===== src/logic/commit_trace_pkg.sv =====
// Shared sizes, counter addresses and entry types for the commit trace unit.
// Every RTL file refers to these through commit_trace_pkg::name.

package commit_trace_pkg;

  // ------------------------------
  // sizes
  // ------------------------------
  localparam int unsigned NR_COMMIT_PORTS = 2;
  localparam int unsigned VLEN            = 40;
  localparam int unsigned INSN_W          = 32;
  localparam int unsigned XLEN            = 64;

  // per-port PC queue, depth is a power of two so pointers wrap by themselves
  localparam int unsigned PC_QUEUE_DEPTH  = 16;
  localparam int unsigned PC_QUEUE_PTR_W  = 4;

  // ------------------------------
  // performance counter map
  // ------------------------------
  localparam int unsigned PERF_ADDR_W = 5;

  localparam logic [PERF_ADDR_W-1:0] PERF_CYCLE       = 5'd0;
  localparam logic [PERF_ADDR_W-1:0] PERF_INSTRET     = 5'd1;
  localparam logic [PERF_ADDR_W-1:0] PERF_EXCEPTION   = 5'd2;
  localparam logic [PERF_ADDR_W-1:0] PERF_INTERRUPT   = 5'd3;
  localparam logic [PERF_ADDR_W-1:0] PERF_ICACHE_MISS = 5'd4;
  localparam logic [PERF_ADDR_W-1:0] PERF_DCACHE_MISS = 5'd5;
  localparam logic [PERF_ADDR_W-1:0] PERF_IF_EMPTY    = 5'd6;

  // addresses at or above this read as zero
  localparam int unsigned NR_PERF_CNT = 7;

  // ------------------------------
  // cause word
  // ------------------------------
  // top bit set means asynchronous trap (interrupt)
  typedef struct packed {
    logic            is_interrupt;
    logic [XLEN-2:0] code;
  } cause_fields_t;

  typedef union packed {
    logic [XLEN-1:0] word;
    cause_fields_t   fields;
  } cause_t;

  // ------------------------------
  // entries
  // ------------------------------
  // one retiring slot as seen on a commit port
  typedef struct packed {
    logic [VLEN-1:0]   pc;
    logic [INSN_W-1:0] insn;
    logic              ex_valid;
    cause_t            cause;
  } commit_entry_t;

  // registered trace port entry, one per commit port
  typedef struct packed {
    logic              valid;
    logic              exception;
    logic              interrupt;
    logic [VLEN-1:0]   iaddr;
    logic [INSN_W-1:0] insn;
    cause_t            cause;
  } trace_entry_t;

  // CSR-style counter access, sampled every cycle
  typedef struct packed {
    logic [PERF_ADDR_W-1:0] addr;
    logic                   we;
    logic [XLEN-1:0]        wdata;
  } perf_req_t;

endpackage


===== src/logic/commit_trace_unit.sv =====
// Commit-side observation block: registered trace port, merged stream of
// retired PCs and the performance counters, all fed from the commit ports.
`timescale 1ns/1ps

module commit_trace_unit (
  input  logic                                         clk_i,
  input  logic                                         arst_n_i,
  input  commit_trace_pkg::commit_entry_t [commit_trace_pkg::NR_COMMIT_PORTS-1:0] commit_instr_i,
  input  logic [commit_trace_pkg::NR_COMMIT_PORTS-1:0] commit_ack_i,
  input  logic                                         debug_mode_i,
  input  logic                                         icache_miss_i,
  input  logic                                         dcache_miss_i,
  input  logic                                         if_empty_i,
  input  commit_trace_pkg::perf_req_t                  perf_req_i,
  output commit_trace_pkg::trace_entry_t  [commit_trace_pkg::NR_COMMIT_PORTS-1:0] trace_o,
  output logic [commit_trace_pkg::XLEN-1:0]            perf_rdata_o,
  output logic                                         pc_valid_o,
  output logic [commit_trace_pkg::VLEN-1:0]            pc_o,
  output logic                                         pc_overflow_o
);

  logic [commit_trace_pkg::NR_COMMIT_PORTS-1:0]                             pc_push;
  logic [commit_trace_pkg::NR_COMMIT_PORTS-1:0]                             pc_pop;
  logic [commit_trace_pkg::NR_COMMIT_PORTS-1:0]                             pc_empty;
  logic [commit_trace_pkg::NR_COMMIT_PORTS-1:0]                             pc_overflow;
  logic [commit_trace_pkg::NR_COMMIT_PORTS-1:0][commit_trace_pkg::VLEN-1:0] pc_head;

  // ------------------------------
  // trace port
  // ------------------------------
  trace_port_stage trace_port_stage_inst (
    .clk_i          ( clk_i          ),
    .arst_n_i       ( arst_n_i       ),
    .commit_instr_i ( commit_instr_i ),
    .commit_ack_i   ( commit_ack_i   ),
    .trace_o        ( trace_o        )
  );

  // ------------------------------
  // retired PC queues
  // ------------------------------
  for (genvar i = 0; i < commit_trace_pkg::NR_COMMIT_PORTS; i++) begin : gen_pc_queue
    // only cleanly retired instructions enter the PC stream
    assign pc_push[i] = commit_ack_i[i] & ~commit_instr_i[i].ex_valid;

    pc_queue pc_queue_inst (
      .clk_i      ( clk_i                  ),
      .arst_n_i   ( arst_n_i               ),
      .push_i     ( pc_push[i]             ),
      .pc_i       ( commit_instr_i[i].pc   ),
      .pop_i      ( pc_pop[i]              ),
      .empty_o    ( pc_empty[i]            ),
      .pc_o       ( pc_head[i]             ),
      .overflow_o ( pc_overflow[i]         )
    );
  end

  assign pc_overflow_o = |pc_overflow;

  pc_merge_arbiter pc_merge_arbiter_inst (
    .clk_i      ( clk_i      ),
    .arst_n_i   ( arst_n_i   ),
    .empty_i    ( pc_empty   ),
    .pc_i       ( pc_head    ),
    .pop_o      ( pc_pop     ),
    .pc_valid_o ( pc_valid_o ),
    .pc_o       ( pc_o       )
  );

  // ------------------------------
  // performance counters
  // ------------------------------
  perf_counters perf_counters_inst (
    .clk_i          ( clk_i          ),
    .arst_n_i       ( arst_n_i       ),
    .debug_mode_i   ( debug_mode_i   ),
    .perf_req_i     ( perf_req_i     ),
    .perf_rdata_o   ( perf_rdata_o   ),
    .commit_instr_i ( commit_instr_i ),
    .commit_ack_i   ( commit_ack_i   ),
    .icache_miss_i  ( icache_miss_i  ),
    .dcache_miss_i  ( dcache_miss_i  ),
    .if_empty_i     ( if_empty_i     )
  );

endmodule


===== src/logic/pc_merge_arbiter.sv =====
// Round-robin merge of the per-port PC queues into one registered PC stream.
// One non-empty queue is popped per cycle, starting after the last grant.
`timescale 1ns/1ps

module pc_merge_arbiter (
  input  logic                                                               clk_i,
  input  logic                                                               arst_n_i,
  input  logic [commit_trace_pkg::NR_COMMIT_PORTS-1:0]                       empty_i,
  input  logic [commit_trace_pkg::NR_COMMIT_PORTS-1:0][commit_trace_pkg::VLEN-1:0] pc_i,
  output logic [commit_trace_pkg::NR_COMMIT_PORTS-1:0]                       pop_o,
  output logic                                                               pc_valid_o,
  output logic [commit_trace_pkg::VLEN-1:0]                                  pc_o
);

  logic [$clog2(commit_trace_pkg::NR_COMMIT_PORTS)-1:0] last_q;
  logic [$clog2(commit_trace_pkg::NR_COMMIT_PORTS)-1:0] grant_idx;
  logic                                                 grant_valid;

  logic                              pc_valid_q;
  logic [commit_trace_pkg::VLEN-1:0] pc_q;

  // ------------------------------
  // grant selection
  // ------------------------------
  // scan from the port after the last grant, wrapping around
  always_comb begin
    int unsigned idx;
    grant_valid = 1'b0;
    grant_idx   = last_q;
    idx         = 0;
    for (int k = 1; k <= commit_trace_pkg::NR_COMMIT_PORTS; k++) begin
      idx = (int'(last_q) + k) % commit_trace_pkg::NR_COMMIT_PORTS;
      if (!grant_valid && !empty_i[idx]) begin
        grant_valid = 1'b1;
        grant_idx   = idx[$clog2(commit_trace_pkg::NR_COMMIT_PORTS)-1:0];
      end
    end
  end

  always_comb begin
    pop_o = '0;
    if (grant_valid) begin
      pop_o[grant_idx] = 1'b1;
    end
  end

  // ------------------------------
  // output register
  // ------------------------------
  always_ff @(posedge clk_i or negedge arst_n_i) begin
    if (!arst_n_i) begin
      pc_valid_q <= 1'b0;
      last_q     <= '0;
    end else begin
      pc_valid_q <= grant_valid;
      if (grant_valid) begin
        last_q <= grant_idx;
      end
    end
  end

  // head of the granted queue, valid only with the strobe
  always_ff @(posedge clk_i) begin
    if (grant_valid) begin
      pc_q <= pc_i[grant_idx];
    end
  end

  assign pc_valid_o = pc_valid_q;
  assign pc_o       = pc_q;

endmodule


===== src/logic/pc_queue.sv =====
// Retired-PC FIFO for a single commit port. Pushes into a full queue are
// dropped and raise a sticky overflow flag that only reset clears.
`timescale 1ns/1ps

module pc_queue (
  input  logic                              clk_i,
  input  logic                              arst_n_i,
  input  logic                              push_i,
  input  logic [commit_trace_pkg::VLEN-1:0] pc_i,
  input  logic                              pop_i,
  output logic                              empty_o,
  output logic [commit_trace_pkg::VLEN-1:0] pc_o,
  output logic                              overflow_o
);

  logic [commit_trace_pkg::VLEN-1:0] mem_q [commit_trace_pkg::PC_QUEUE_DEPTH];

  logic [commit_trace_pkg::PC_QUEUE_PTR_W-1:0] rd_ptr_q;
  logic [commit_trace_pkg::PC_QUEUE_PTR_W-1:0] wr_ptr_q;
  logic [commit_trace_pkg::PC_QUEUE_PTR_W:0]   count_q;
  logic                                        overflow_q;

  logic full;
  logic push_ok;
  logic pop_ok;

  assign empty_o = (count_q == '0);
  assign full    = (count_q == (commit_trace_pkg::PC_QUEUE_PTR_W + 1)'(
                                 commit_trace_pkg::PC_QUEUE_DEPTH));

  // a full queue still takes a push when the head leaves in the same cycle
  assign pop_ok  = pop_i & ~empty_o;
  assign push_ok = push_i & (~full | pop_ok);

  // ------------------------------
  // pointers and occupancy
  // ------------------------------
  always_ff @(posedge clk_i or negedge arst_n_i) begin
    if (!arst_n_i) begin
      rd_ptr_q   <= '0;
      wr_ptr_q   <= '0;
      count_q    <= '0;
      overflow_q <= 1'b0;
    end else begin
      if (push_ok) begin
        wr_ptr_q <= wr_ptr_q + 1'b1;
      end
      if (pop_ok) begin
        rd_ptr_q <= rd_ptr_q + 1'b1;
      end
      if (push_ok && !pop_ok) begin
        count_q <= count_q + 1'b1;
      end else if (pop_ok && !push_ok) begin
        count_q <= count_q - 1'b1;
      end
      if (push_i && !push_ok) begin
        overflow_q <= 1'b1;
      end
    end
  end

  // storage
  always_ff @(posedge clk_i) begin
    if (push_ok) begin
      mem_q[wr_ptr_q] <= pc_i;
    end
  end

  assign pc_o       = mem_q[rd_ptr_q];
  assign overflow_o = overflow_q;

endmodule


===== src/logic/perf_counters.sv =====
// Performance counter register block with CSR-style access. Reads are
// combinational, writes land at the next edge and win over counting.
`timescale 1ns/1ps

module perf_counters (
  input  logic                                      clk_i,
  input  logic                                      arst_n_i,
  input  logic                                      debug_mode_i,
  input  commit_trace_pkg::perf_req_t               perf_req_i,
  output logic [commit_trace_pkg::XLEN-1:0]         perf_rdata_o,
  input  commit_trace_pkg::commit_entry_t [commit_trace_pkg::NR_COMMIT_PORTS-1:0] commit_instr_i,
  input  logic [commit_trace_pkg::NR_COMMIT_PORTS-1:0] commit_ack_i,
  input  logic                                      icache_miss_i,
  input  logic                                      dcache_miss_i,
  input  logic                                      if_empty_i
);

  logic [commit_trace_pkg::NR_PERF_CNT-1:0][commit_trace_pkg::XLEN-1:0] cnt_q;
  logic [commit_trace_pkg::NR_PERF_CNT-1:0][commit_trace_pkg::XLEN-1:0] cnt_d;

  // per-cycle increment of each counter, at most 2 with two commit ports
  logic [commit_trace_pkg::NR_PERF_CNT-1:0][1:0] inc;

  logic [1:0] n_retire;
  logic [1:0] n_exception;
  logic [1:0] n_interrupt;

  logic addr_hit;

  assign addr_hit = (perf_req_i.addr < commit_trace_pkg::PERF_ADDR_W'(
                                         commit_trace_pkg::NR_PERF_CNT));

  // ------------------------------
  // commit classification
  // ------------------------------
  always_comb begin
    n_retire    = '0;
    n_exception = '0;
    n_interrupt = '0;
    for (int i = 0; i < commit_trace_pkg::NR_COMMIT_PORTS; i++) begin
      if (commit_ack_i[i]) begin
        if (!commit_instr_i[i].ex_valid) begin
          n_retire = n_retire + 2'd1;
        end else if (commit_instr_i[i].cause.fields.is_interrupt) begin
          n_interrupt = n_interrupt + 2'd1;
        end else begin
          n_exception = n_exception + 2'd1;
        end
      end
    end
  end

  // ------------------------------
  // event map
  // ------------------------------
  always_comb begin
    inc = '0;
    inc[commit_trace_pkg::PERF_CYCLE]       = 2'd1;
    inc[commit_trace_pkg::PERF_INSTRET]     = n_retire;
    inc[commit_trace_pkg::PERF_EXCEPTION]   = n_exception;
    inc[commit_trace_pkg::PERF_INTERRUPT]   = n_interrupt;
    inc[commit_trace_pkg::PERF_ICACHE_MISS] = {1'b0, icache_miss_i};
    inc[commit_trace_pkg::PERF_DCACHE_MISS] = {1'b0, dcache_miss_i};
    inc[commit_trace_pkg::PERF_IF_EMPTY]    = {1'b0, if_empty_i};
  end

  // ------------------------------
  // next state
  // ------------------------------
  // counting freezes in debug mode, writes still go through
  always_comb begin
    cnt_d = cnt_q;
    if (!debug_mode_i) begin
      for (int i = 0; i < commit_trace_pkg::NR_PERF_CNT; i++) begin
        cnt_d[i] = cnt_q[i] + commit_trace_pkg::XLEN'(inc[i]);
      end
    end
    if (perf_req_i.we && addr_hit) begin
      cnt_d[perf_req_i.addr] = perf_req_i.wdata;
    end
  end

  always_ff @(posedge clk_i or negedge arst_n_i) begin
    if (!arst_n_i) begin
      cnt_q <= '0;
    end else begin
      cnt_q <= cnt_d;
    end
  end

  // unmapped addresses read zero
  always_comb begin
    perf_rdata_o = '0;
    if (addr_hit) begin
      perf_rdata_o = cnt_q[perf_req_i.addr];
    end
  end

endmodule


===== src/logic/trace_port_stage.sv =====
// Trace port register stage. Classifies each acknowledged commit as retired,
// exception or interrupt and presents it one cycle later on trace_o.
`timescale 1ns/1ps

module trace_port_stage (
  input  logic                                                          clk_i,
  input  logic                                                          arst_n_i,
  input  commit_trace_pkg::commit_entry_t [commit_trace_pkg::NR_COMMIT_PORTS-1:0] commit_instr_i,
  input  logic [commit_trace_pkg::NR_COMMIT_PORTS-1:0]                  commit_ack_i,
  output commit_trace_pkg::trace_entry_t  [commit_trace_pkg::NR_COMMIT_PORTS-1:0] trace_o
);

  logic [commit_trace_pkg::NR_COMMIT_PORTS-1:0] valid_q;
  logic [commit_trace_pkg::NR_COMMIT_PORTS-1:0] exception_q;
  logic [commit_trace_pkg::NR_COMMIT_PORTS-1:0] interrupt_q;

  logic [commit_trace_pkg::NR_COMMIT_PORTS-1:0][commit_trace_pkg::VLEN-1:0]   iaddr_q;
  logic [commit_trace_pkg::NR_COMMIT_PORTS-1:0][commit_trace_pkg::INSN_W-1:0] insn_q;
  commit_trace_pkg::cause_t [commit_trace_pkg::NR_COMMIT_PORTS-1:0]           cause_q;

  // ------------------------------
  // classification flags
  // ------------------------------
  // flags live for exactly one cycle after the ack
  always_ff @(posedge clk_i or negedge arst_n_i) begin
    if (!arst_n_i) begin
      valid_q     <= '0;
      exception_q <= '0;
      interrupt_q <= '0;
    end else begin
      for (int i = 0; i < commit_trace_pkg::NR_COMMIT_PORTS; i++) begin
        valid_q[i]     <= commit_ack_i[i] & ~commit_instr_i[i].ex_valid;
        exception_q[i] <= commit_ack_i[i] & commit_instr_i[i].ex_valid
                          & ~commit_instr_i[i].cause.fields.is_interrupt;
        interrupt_q[i] <= commit_ack_i[i] & commit_instr_i[i].ex_valid
                          & commit_instr_i[i].cause.fields.is_interrupt;
      end
    end
  end

  // ------------------------------
  // payload
  // ------------------------------
  // held between acks
  always_ff @(posedge clk_i) begin
    for (int i = 0; i < commit_trace_pkg::NR_COMMIT_PORTS; i++) begin
      if (commit_ack_i[i]) begin
        iaddr_q[i] <= commit_instr_i[i].pc;
        insn_q[i]  <= commit_instr_i[i].insn;
        cause_q[i] <= commit_instr_i[i].cause;
      end
    end
  end

  for (genvar i = 0; i < commit_trace_pkg::NR_COMMIT_PORTS; i++) begin : gen_trace_out
    assign trace_o[i].valid     = valid_q[i];
    assign trace_o[i].exception = exception_q[i];
    assign trace_o[i].interrupt = interrupt_q[i];
    assign trace_o[i].iaddr     = iaddr_q[i];
    assign trace_o[i].insn      = insn_q[i];
    assign trace_o[i].cause     = cause_q[i];
  end

endmodule


===== config.mk =====
export PLATFORM = sky130hd
export DESIGN_NAME = commit_trace_unit
export DESIGN_NICKNAME = d
export VERILOG_FILES = /design/src/logic/commit_trace_pkg.sv /design/src/logic/commit_trace_unit.sv /design/src/logic/pc_merge_arbiter.sv /design/src/logic/pc_queue.sv /design/src/logic/perf_counters.sv /design/src/logic/trace_port_stage.sv
export SDC_FILE = /design/constraint.sdc
export NUM_CORES = 2
export LEC_CHECK = 0
export BUFFER_PORTS_ARGS = -buffer_cell sky130_fd_sc_hd__buf_2
export CAP_MARGIN = 20
export CELL_PAD_IN_SITES_DETAIL_PLACEMENT = 2
export CELL_PAD_IN_SITES_GLOBAL_PLACEMENT = 2
export CORE_UTILIZATION = 44
export DETAILED_ROUTE_END_ITERATION = 7
export GPL_ROUTABILITY_DRIVEN = 0
export PLACE_DENSITY_LB_ADDON = 0.25
export SLEW_MARGIN = 5
export SYNTH_ARGS = -nofsm -noshare
export SYNTH_HDL_FRONTEND = slang
export SYNTH_SLANG_ARGS = --single-unit

===== constraint.sdc =====
create_clock -name clk_i -period 6.1 [get_ports clk_i]
set_input_delay 0.915 -clock clk_i [delete_from_list [all_inputs] [get_ports clk_i]]
set_output_delay 0.915 -clock clk_i [all_outputs]
set_load 0.01 [all_outputs]

== Word level (Yosys, flattened, before mapping) ==
Memory sizes are Yosys's and may differ from the RTL's.
Index checks and enable logic that the tools add are counted.
W data, S select, Z words.
Storage, ports and cells
  register bits after elaboration: 796
  bits in latches: 0
  memory bits (writable): 1280
  ROM bits: 0
  input bits: 352
  output and inout bits: 384
  logic and storage cells: 145
  memories kept: 2
Memory list
  gen_pc_queue[0].pc_queue_inst.mem_q: depth 16, bits a word 40, rd ports 1, clocked after memory_dff 0, write ports 1, line pc_queue.sv:16  | logic [commit_trace_pkg::VLEN-1:0] mem_q [commit_trace_pkg::PC_QUEUE_DEPTH];
  gen_pc_queue[1].pc_queue_inst.mem_q: depth 16, bits a word 40, rd ports 1, clocked after memory_dff 0, write ports 1, line pc_queue.sv:16
Operators by class
  add/sub/neg operators: 20
  $mul: 0
  divide/modulo/power cells: 0
  $lt $le $gt $ge: 7
  equal/unequal tests: 2
  shift-type cells: 0
  muxes and demuxes: 45
  bitwise operators: 22
  reduce and logical (&&, ||, !) cells: 20
Operator list (number)
  $mux W448: 2
  $bwmux W448: 1
  $add A64 B1 Y64: 3
  $add A64 B2 Y64: 3
  $bmux W64 S3: 1
  $demux W64 S3: 1
  $mux W64: 3
  $mux W40: 2
  $add A64 B1 Y64 const B: 1
  $mux W2: 13
  $mux W5: 4
  $mux W1: 17
  $add A4 B1 Y4 const B: 4
  $and A1 B1 Y1: 12
  $add A5 B1 Y5 const B: 2
  $eq A5 B5 Y1 const B: 2
  $logic_and A1 B1 Y1: 10
  $logic_not A5 Y1: 2
  $sub A5 B1 Y5 const B: 2
  $not A1 Y1: 8
  $lt A1 B2 Y1 const B: 3
  $ge A5 B1 Y1 const B: 1
  $logic_not A1 Y1: 5
  $lt A5 B3 Y1 const B: 1
  other kinds (9): 13

== Depth between registers and ports, before layout ==
  depth after elaboration: 18
  depth in mapped cells: 15
  mapped depth without buffers: 14

== Hierarchy ==
A second synthesis with hierarchy kept.
Second synthesis, totals
  cell total of the unflattened synthesis: 6316
  area, all modules: 89554.6 sq um
By module, submodules not included
  perf_counters: instances 1, cells an instance 3452, area an instance 28810.1 sq um, seq. area each 11210.8 sq um
  pc_queue (gen_pc_queue[0].pc_queue_inst): instances 1, cells an instance 1242, area an instance 25216.7 sq um, seq. area each 19568.8 sq um
  pc_queue (gen_pc_queue[1].pc_queue_inst): instances 1, cells an instance 1242, area an instance 25211.7 sq um, seq. area each 19568.8 sq um
  trace_port_stage: instances 1, cells an instance 284, area an instance 8365.5 sq um, seq. area each 8318.0 sq um
  pc_merge_arbiter: instances 1, cells an instance 93, area an instance 1931.9 sq um, seq. area each 1251.2 sq um
  commit_trace_unit: instances 1, cells an instance 3, area an instance 18.8 sq um, seq. area each 0.0 sq um

== Worst setup path before layout ==
OpenSTA, ideal clock, no wires.
  kind: register to register
  start point: register gen_pc_queue[1].pc_queue_inst.count_q[0] (netlist bit)
  end point: memory gen_pc_queue[0].pc_queue_inst.mem_q[3][0] (netlist bit) (enable)
  setup time: 0.487 ns
  data arrival time: 4.574 ns
  required time: 5.613 ns
  path slack: 1.040 ns
  stages on the path, launching flop included: 6
  buffers on the path: 0
  period minus slack after synthesis: 5.060 ns
  cell sequence: dfrtp_1 -> nor4_1 -> a21oi_1 -> a31oi_1 -> nand2_1 -> nor3_1
Between the ends
  word-level cells in the longest chain between the ends: 16
  elaborated cells on any way between the ends: 22
  those cells by class: order compare: 2; mux: 13; bitwise: 3; reduce/logical: 4
Ends and longest elaborated chain
  from (decl): line pc_queue.sv:20  | logic [commit_trace_pkg::PC_QUEUE_PTR_W:0] count_q;
  from (signal assigned): line pc_queue.sv:52  | count_q <= count_q + 1'b1;
  from (signal assigned): line pc_queue.sv:54  | count_q <= count_q - 1'b1;
  $logic_not A5 Y1 *: line pc_queue.sv:27  | assign empty_o = (count_q == '0);
  $mux W1 (not written as such) (2 in series): line pc_merge_arbiter.sv:33  | if (!grant_valid && !empty_i[idx]) begin
  $logic_not A1 Y1: line pc_merge_arbiter.sv:33
  $logic_and A1 B1 Y1: line pc_merge_arbiter.sv:33
  $mux W1: line pc_merge_arbiter.sv:33
  $lt A1 B2 Y1 (not written as such) / $ge A1 B1 Y1 (equally long branches): line pc_merge_arbiter.sv:43  | pop_o[grant_idx] = 1'b1;
  $logic_and A1 B1 Y1 (not written as such): line pc_merge_arbiter.sv:43
  $mux W1 (not written as such): line pc_merge_arbiter.sv:43
  $demux W1 S1
  $mux W2 *: line pc_merge_arbiter.sv:42  | if (grant_valid) begin
  $and A1 B1 Y1 *: line pc_queue.sv:32  | assign pop_ok = pop_i & ~empty_o;
  $or A1 B1 Y1 *: line pc_queue.sv:33  | assign push_ok = push_i & (~full | pop_ok);
  $and A1 B1 Y1 *: line pc_queue.sv:33
  named net gen_pc_queue[0].pc_queue_inst.push_ok: line pc_queue.sv:24  | logic push_ok;
  $mux W1 *: line pc_queue.sv:64  | if (push_ok) begin
  $mux W1 (not written as such) *: line pc_queue.sv:65  | mem_q[wr_ptr_q] <= pc_i;
  to (decl): line pc_queue.sv:16
Mark *: on every way through the listed nets, which the timed path passes. The rest lies on a longest branch. The select of a mux whose other input is x is not followed.

== Final worst setup path ==
  start point: register gen_pc_queue[0].pc_queue_inst.count_q[0] (netlist bit)
  end point: register gen_pc_queue[1].pc_queue_inst.count_q[4] (netlist bit)
Between the ends
  elaborated cells on any way between the ends: 26
  those cells by class: order compare: 2; mux: 12; bitwise: 3; reduce/logical: 9
RTL lines
  from (decl): line pc_queue.sv:20
  from (signal assigned): line pc_queue.sv:52
  from (signal assigned): line pc_queue.sv:54
  $logic_not A5 Y1 *: line pc_queue.sv:27
  $mux W1 (not written as such) (2 in series): line pc_merge_arbiter.sv:33
  $logic_not A1 Y1: line pc_merge_arbiter.sv:33
  $logic_and A1 B1 Y1: line pc_merge_arbiter.sv:33
  $mux W1 *: line pc_merge_arbiter.sv:33
  named net pc_merge_arbiter_inst.grant_valid: line pc_merge_arbiter.sv:17  | logic grant_valid;
  $mux W2 *: line pc_merge_arbiter.sv:42
  $and A1 B1 Y1 *: line pc_queue.sv:32
  $or A1 B1 Y1: line pc_queue.sv:33
  $and A1 B1 Y1: line pc_queue.sv:33
  $logic_not A1 Y1: line pc_queue.sv:53  | end else if (pop_ok && !push_ok) begin
  $logic_and A1 B1 Y1: line pc_queue.sv:53
  $reduce_bool A2 Y1 (no line)
Marks and branches as above.
A chain may end at the register's enable or synchronous reset.

==> impl_metrics.py <==
metrics = {
    "synthesis": {
        "synth_common_cells": "edfxtp_1, nand2_1, dfrtp_1, mux4_2, o21ai_0",
        "synth_top_cell_by_area": "edfxtp_1",
        "synth_top_area_share_pct": 54.2,
        "async_flop_share_pct": 23.3,
        "syn-num-nets": 6177,
        "synthDistinctLibCells": 69,
        "synth_area_per_cell_um2": 15.2,
        "ys.warnings.count": 0,
        "syn_inst": 5786,
        "ys_ff_latch": 2076,
        "synthFlopType": "edfxtp_1",
        "netlist_area_mm2": 0.0882,
        "ys_seq_area_share_pct": 67.9,
        "synth-edff-count": 1592,
        "yosysMostFrequentCell": "edfxtp_1",
        "yosys-top-cells-area": "edfxtp_1, dfrtp_1, mux4_2",
    },
    "route": {
        "wl_per_cell_um": 38.3,
        "wirelength_um": 360000,
        "top_layer": "met4",
        "vias": 59989,
        "route.met3.wl_um": 22900,
        "met2_length_um": 183000,
        "firstDrtPassIters": 5,
        "drt_iter0_drc": 6439,
        "via_per_inst": 6.38,
        "drt-met1-wl_um": 138000,
        "drc": 0,
        "drtAntennaViolNets": 0,
    },
    "worst_setup_path": {
        "arrival_ns": 5.13,
        "critical_path_required_ns": 6.83,
        "reg2reg_from": "gen_pc_queue[0].pc_queue_inst.count_q[0]",
        "setup.worst_path.class": "reg -> reg",
        "cp_max_fo": 42,
        "start_kind": "register",
        "startpoint": "gen_pc_queue[0].pc_queue_inst.count_q[0]",
        "endpoint_kind": "register",
    },
    "place": {
        "portBuffers": 735,
        "dp.cells": 8977,
        "dp_hpwl_um": 227000,
        "post-place-ws_ns": 1.50,
    },
    "timing": {
        "final.setup.worst_slack_ns": 1.70,
        "period_needed_ns": 4.40,
        "drv_slew": 0,
        "hold_viol_final": 0,
        "finalCritPeriodShare_pct": 72.1,
        "setup_tns_ns": 0,
        "final-setup-viol-count": 0,
        "finClkSkew_ns": 0.0685,
        "rsz0062_at_grt": "no",
        "max_freq_ghz": 0.227,
        "tightest_slew_ns": 1.20,
        "slew_headroom_pct": 19.5,
    },
    "power": {
        "powerDensity_mw_per_mm2": 424,
        "intPower_mw": 29.1,
        "irDropWorstVdd_mv": 0.345,
        "swShare_pct": 33.4,
        "power.total_mw": 43.6,
        "switchingPower_mw": 14.6,
        "p_comb_share_pct": 23.7,
        "cellLeakagePower_nw": 35.8,
        "clkPwrFrac_pct": 32.8,
        "seqPwrFrac_pct": 43.6,
    },
    "flow_run": {
        "cap_violations": 0,
    },
    "global_route": {
        "grt_pass1_wl_um": 505000,
        "grt_max_degree": 131,
        "antenna_found_initial": 17,
        "overflow": 0,
        "grt_pass1_vias": 64040,
        "grt_util_all_layers_pct": 35.2,
    },
    "floorplanning": {
        "die_area_mm2": 0.202,
        "core.rowCount": 163,
        "core_mm2": 0.198,
        "start_util_pct": 44.5,
        "die_w_um": 450,
        "io_pins": 736,
        "dieHeight_um": 450,
    },
    "clock_tree": {
        "clock_latency_ns": 0.91,
        "cts_max_path_buffers": 3,
        "clock_sinks": 2076,
        "cts_root_buf": "clkbuf_16",
        "cts_tree": "built",
        "post_cts_buffers": 0,
        "cts_buffers": 219,
        "clk_pin_slew_worst_paths_ns": 0.06,
        "htree_levels": 4,
    },
    "worst_hold_path": {
        "hp-class": "in -> reg",
        "hold_path_startpoint": "commit_instr_i[62]",
    },
    "cells_and_area": {
        "finalNonFillerCells": 9399,
        "nets": 6958,
        "area_growth_pct": 16.7,
        "drive_gt1_share_pct": 25.8,
        "fill_cells": 18301,
    },
    "status": {
        "status": "completed",
    },
}
per-stage QoR:
stage	util, %	cell area [um2]	hold slack [ns]
after global routing	51.9	103000	0.158
after global placement	48.1	95400	0.452
final	51.9	103000	0.187
after detailed placement	48.1	95400	0.464
after floorplan	-	88200	0.428
after CTS	51.9	103000	0.137
flip-flops by register name, indices dropped and copies added (netlist names):
signal and count:
gen_pc_queue.pc_queue_inst.rd_ptr_q 8, perf_counters_inst.cnt_q 448, pc_merge_arbiter_inst.pc_valid_o 1, trace_port_stage_inst.exception_q 2, gen_pc_queue.pc_queue_inst.wr_ptr_q 8, trace_port_stage_inst.valid_q 2, trace_port_stage_inst.interrupt_q 2, pc_merge_arbiter_inst.last_q 1
gen_pc_queue.pc_queue_inst.overflow_o 2, gen_pc_queue.pc_queue_inst.mem_q 1280, gen_pc_queue.pc_queue_inst.count_q 10, pc_merge_arbiter_inst.pc_o 40, trace_port_stage_inst.trace_o 272
kinds of logic (layout without fill, tap and decap cells):
kind of cell / after synthesis / after routing / synth area share [%]
xor+xnor: 451 / 451 / 4.48
mux: 500 / 500 / 11.5
simple gates: 1593 / 1593 / 8.74
other cells: 0 / 5 / 0
buf+inv: 371 / 1339 / 1.61
compound gates: 756 / 756 / 5.10
flops: 2076 / 2076 / 67.9
fa+ha+maj: 39 / 39 / 0.596
final timing paths:
kind                                                       endpoint  slack (ns)  cells after the start
min in group asynchronous             perf_counters_inst.cnt_q[397]        0.60                      2
hold reg to reg            gen_pc_queue[1].pc_queue_inst.overflow_o        0.52                      1
setup / recovery           gen_pc_queue[1].pc_queue_inst.count_q[4]        1.70                     15
hold / removal                    trace_port_stage_inst.trace_o[62]        0.19                      1
setup reg to reg           gen_pc_queue[1].pc_queue_inst.count_q[4]        1.70                     15
max in group asynchronous             perf_counters_inst.cnt_q[287]        4.16                      3
power by group through the flow:
stage	clock (mW)	sequential, mW	combinational [mW]
2_1_floorplan	0	18.2	6.20
3_3_place_gp	0	19.0	9.37
3_5_place_dp	0	19.2	9.96
4_1_cts	14.4	19.0	10.3
5_1_grt	14.8	19.1	10.7
6_report	14.3	19.0	10.3
cell usage in the layout (no fill, tap or decap), types with 20 or more instances in the layout:
cell       count
a21oi_1      192
a22oi_1       80
a31oi_1       41
and3_1        60
and4_1        30
buf_12        20
buf_2        733
buf_4         95
bufinv_16     23
clkbuf_1      50
clkbuf_16    219
clkbuf_8      24
clkinv_1      29
clkinv_2      43
dfrtp_1      478
edfxtp_1    1592
ha_1          34
inv_1         73
mux2i_1       77
mux4_2       411
nand2_1      530
nand3_1      168
nand4_1      126
nor2_1       308
nor3_1       116
nor4_1        85
o21ai_0      337
o221a_2       49
xnor2_1      305
xor2_1       146
area by class of cell:
type	count	area, um2	area share (%)
sequential	2076	59900	58.2
multi-input combinational	3339	27100	26.4
clock buffer	292	5980	5.81
timing repair buffer	857	4890	4.75
tap	2640	3300	3.21
clock inverter	116	1380	1.34
inverter	74	278	0.270
antenna	5	12.5	0.0122
worst max-delay path: stages (launching register included):
cell and delay, ns:
dfrtp_1 0.44, nor4_1 0.27, buf_2 0.25, nor2b_1 0.45, nand3_4 0.15, buf_4 0.47, and2_1 0.41, inv_1 0.12
ha_1 0.22, inv_1 0.13, fa_1 0.43, a21o_1 0.19, a21oi_1 0.23, xnor2_1 0.16, nor2_1 0.10, xnor2_1 0.25
repair_timing:
action                                  CTS  global route
hold buffers                              1             0
hold endpoints to repair                 26             0
gates resized for setup                   0             0
endpoints found under the setup margin    0             0
per-layer routing:
layer	GRT usage [%]	vias up
met2	60.4	3006
met5	0	-
met3	4.31	665
li1	-	23868
met4	14.6	0
met1	45.4	32450
No activity file was read; power rests on OpenSTA's default activity.
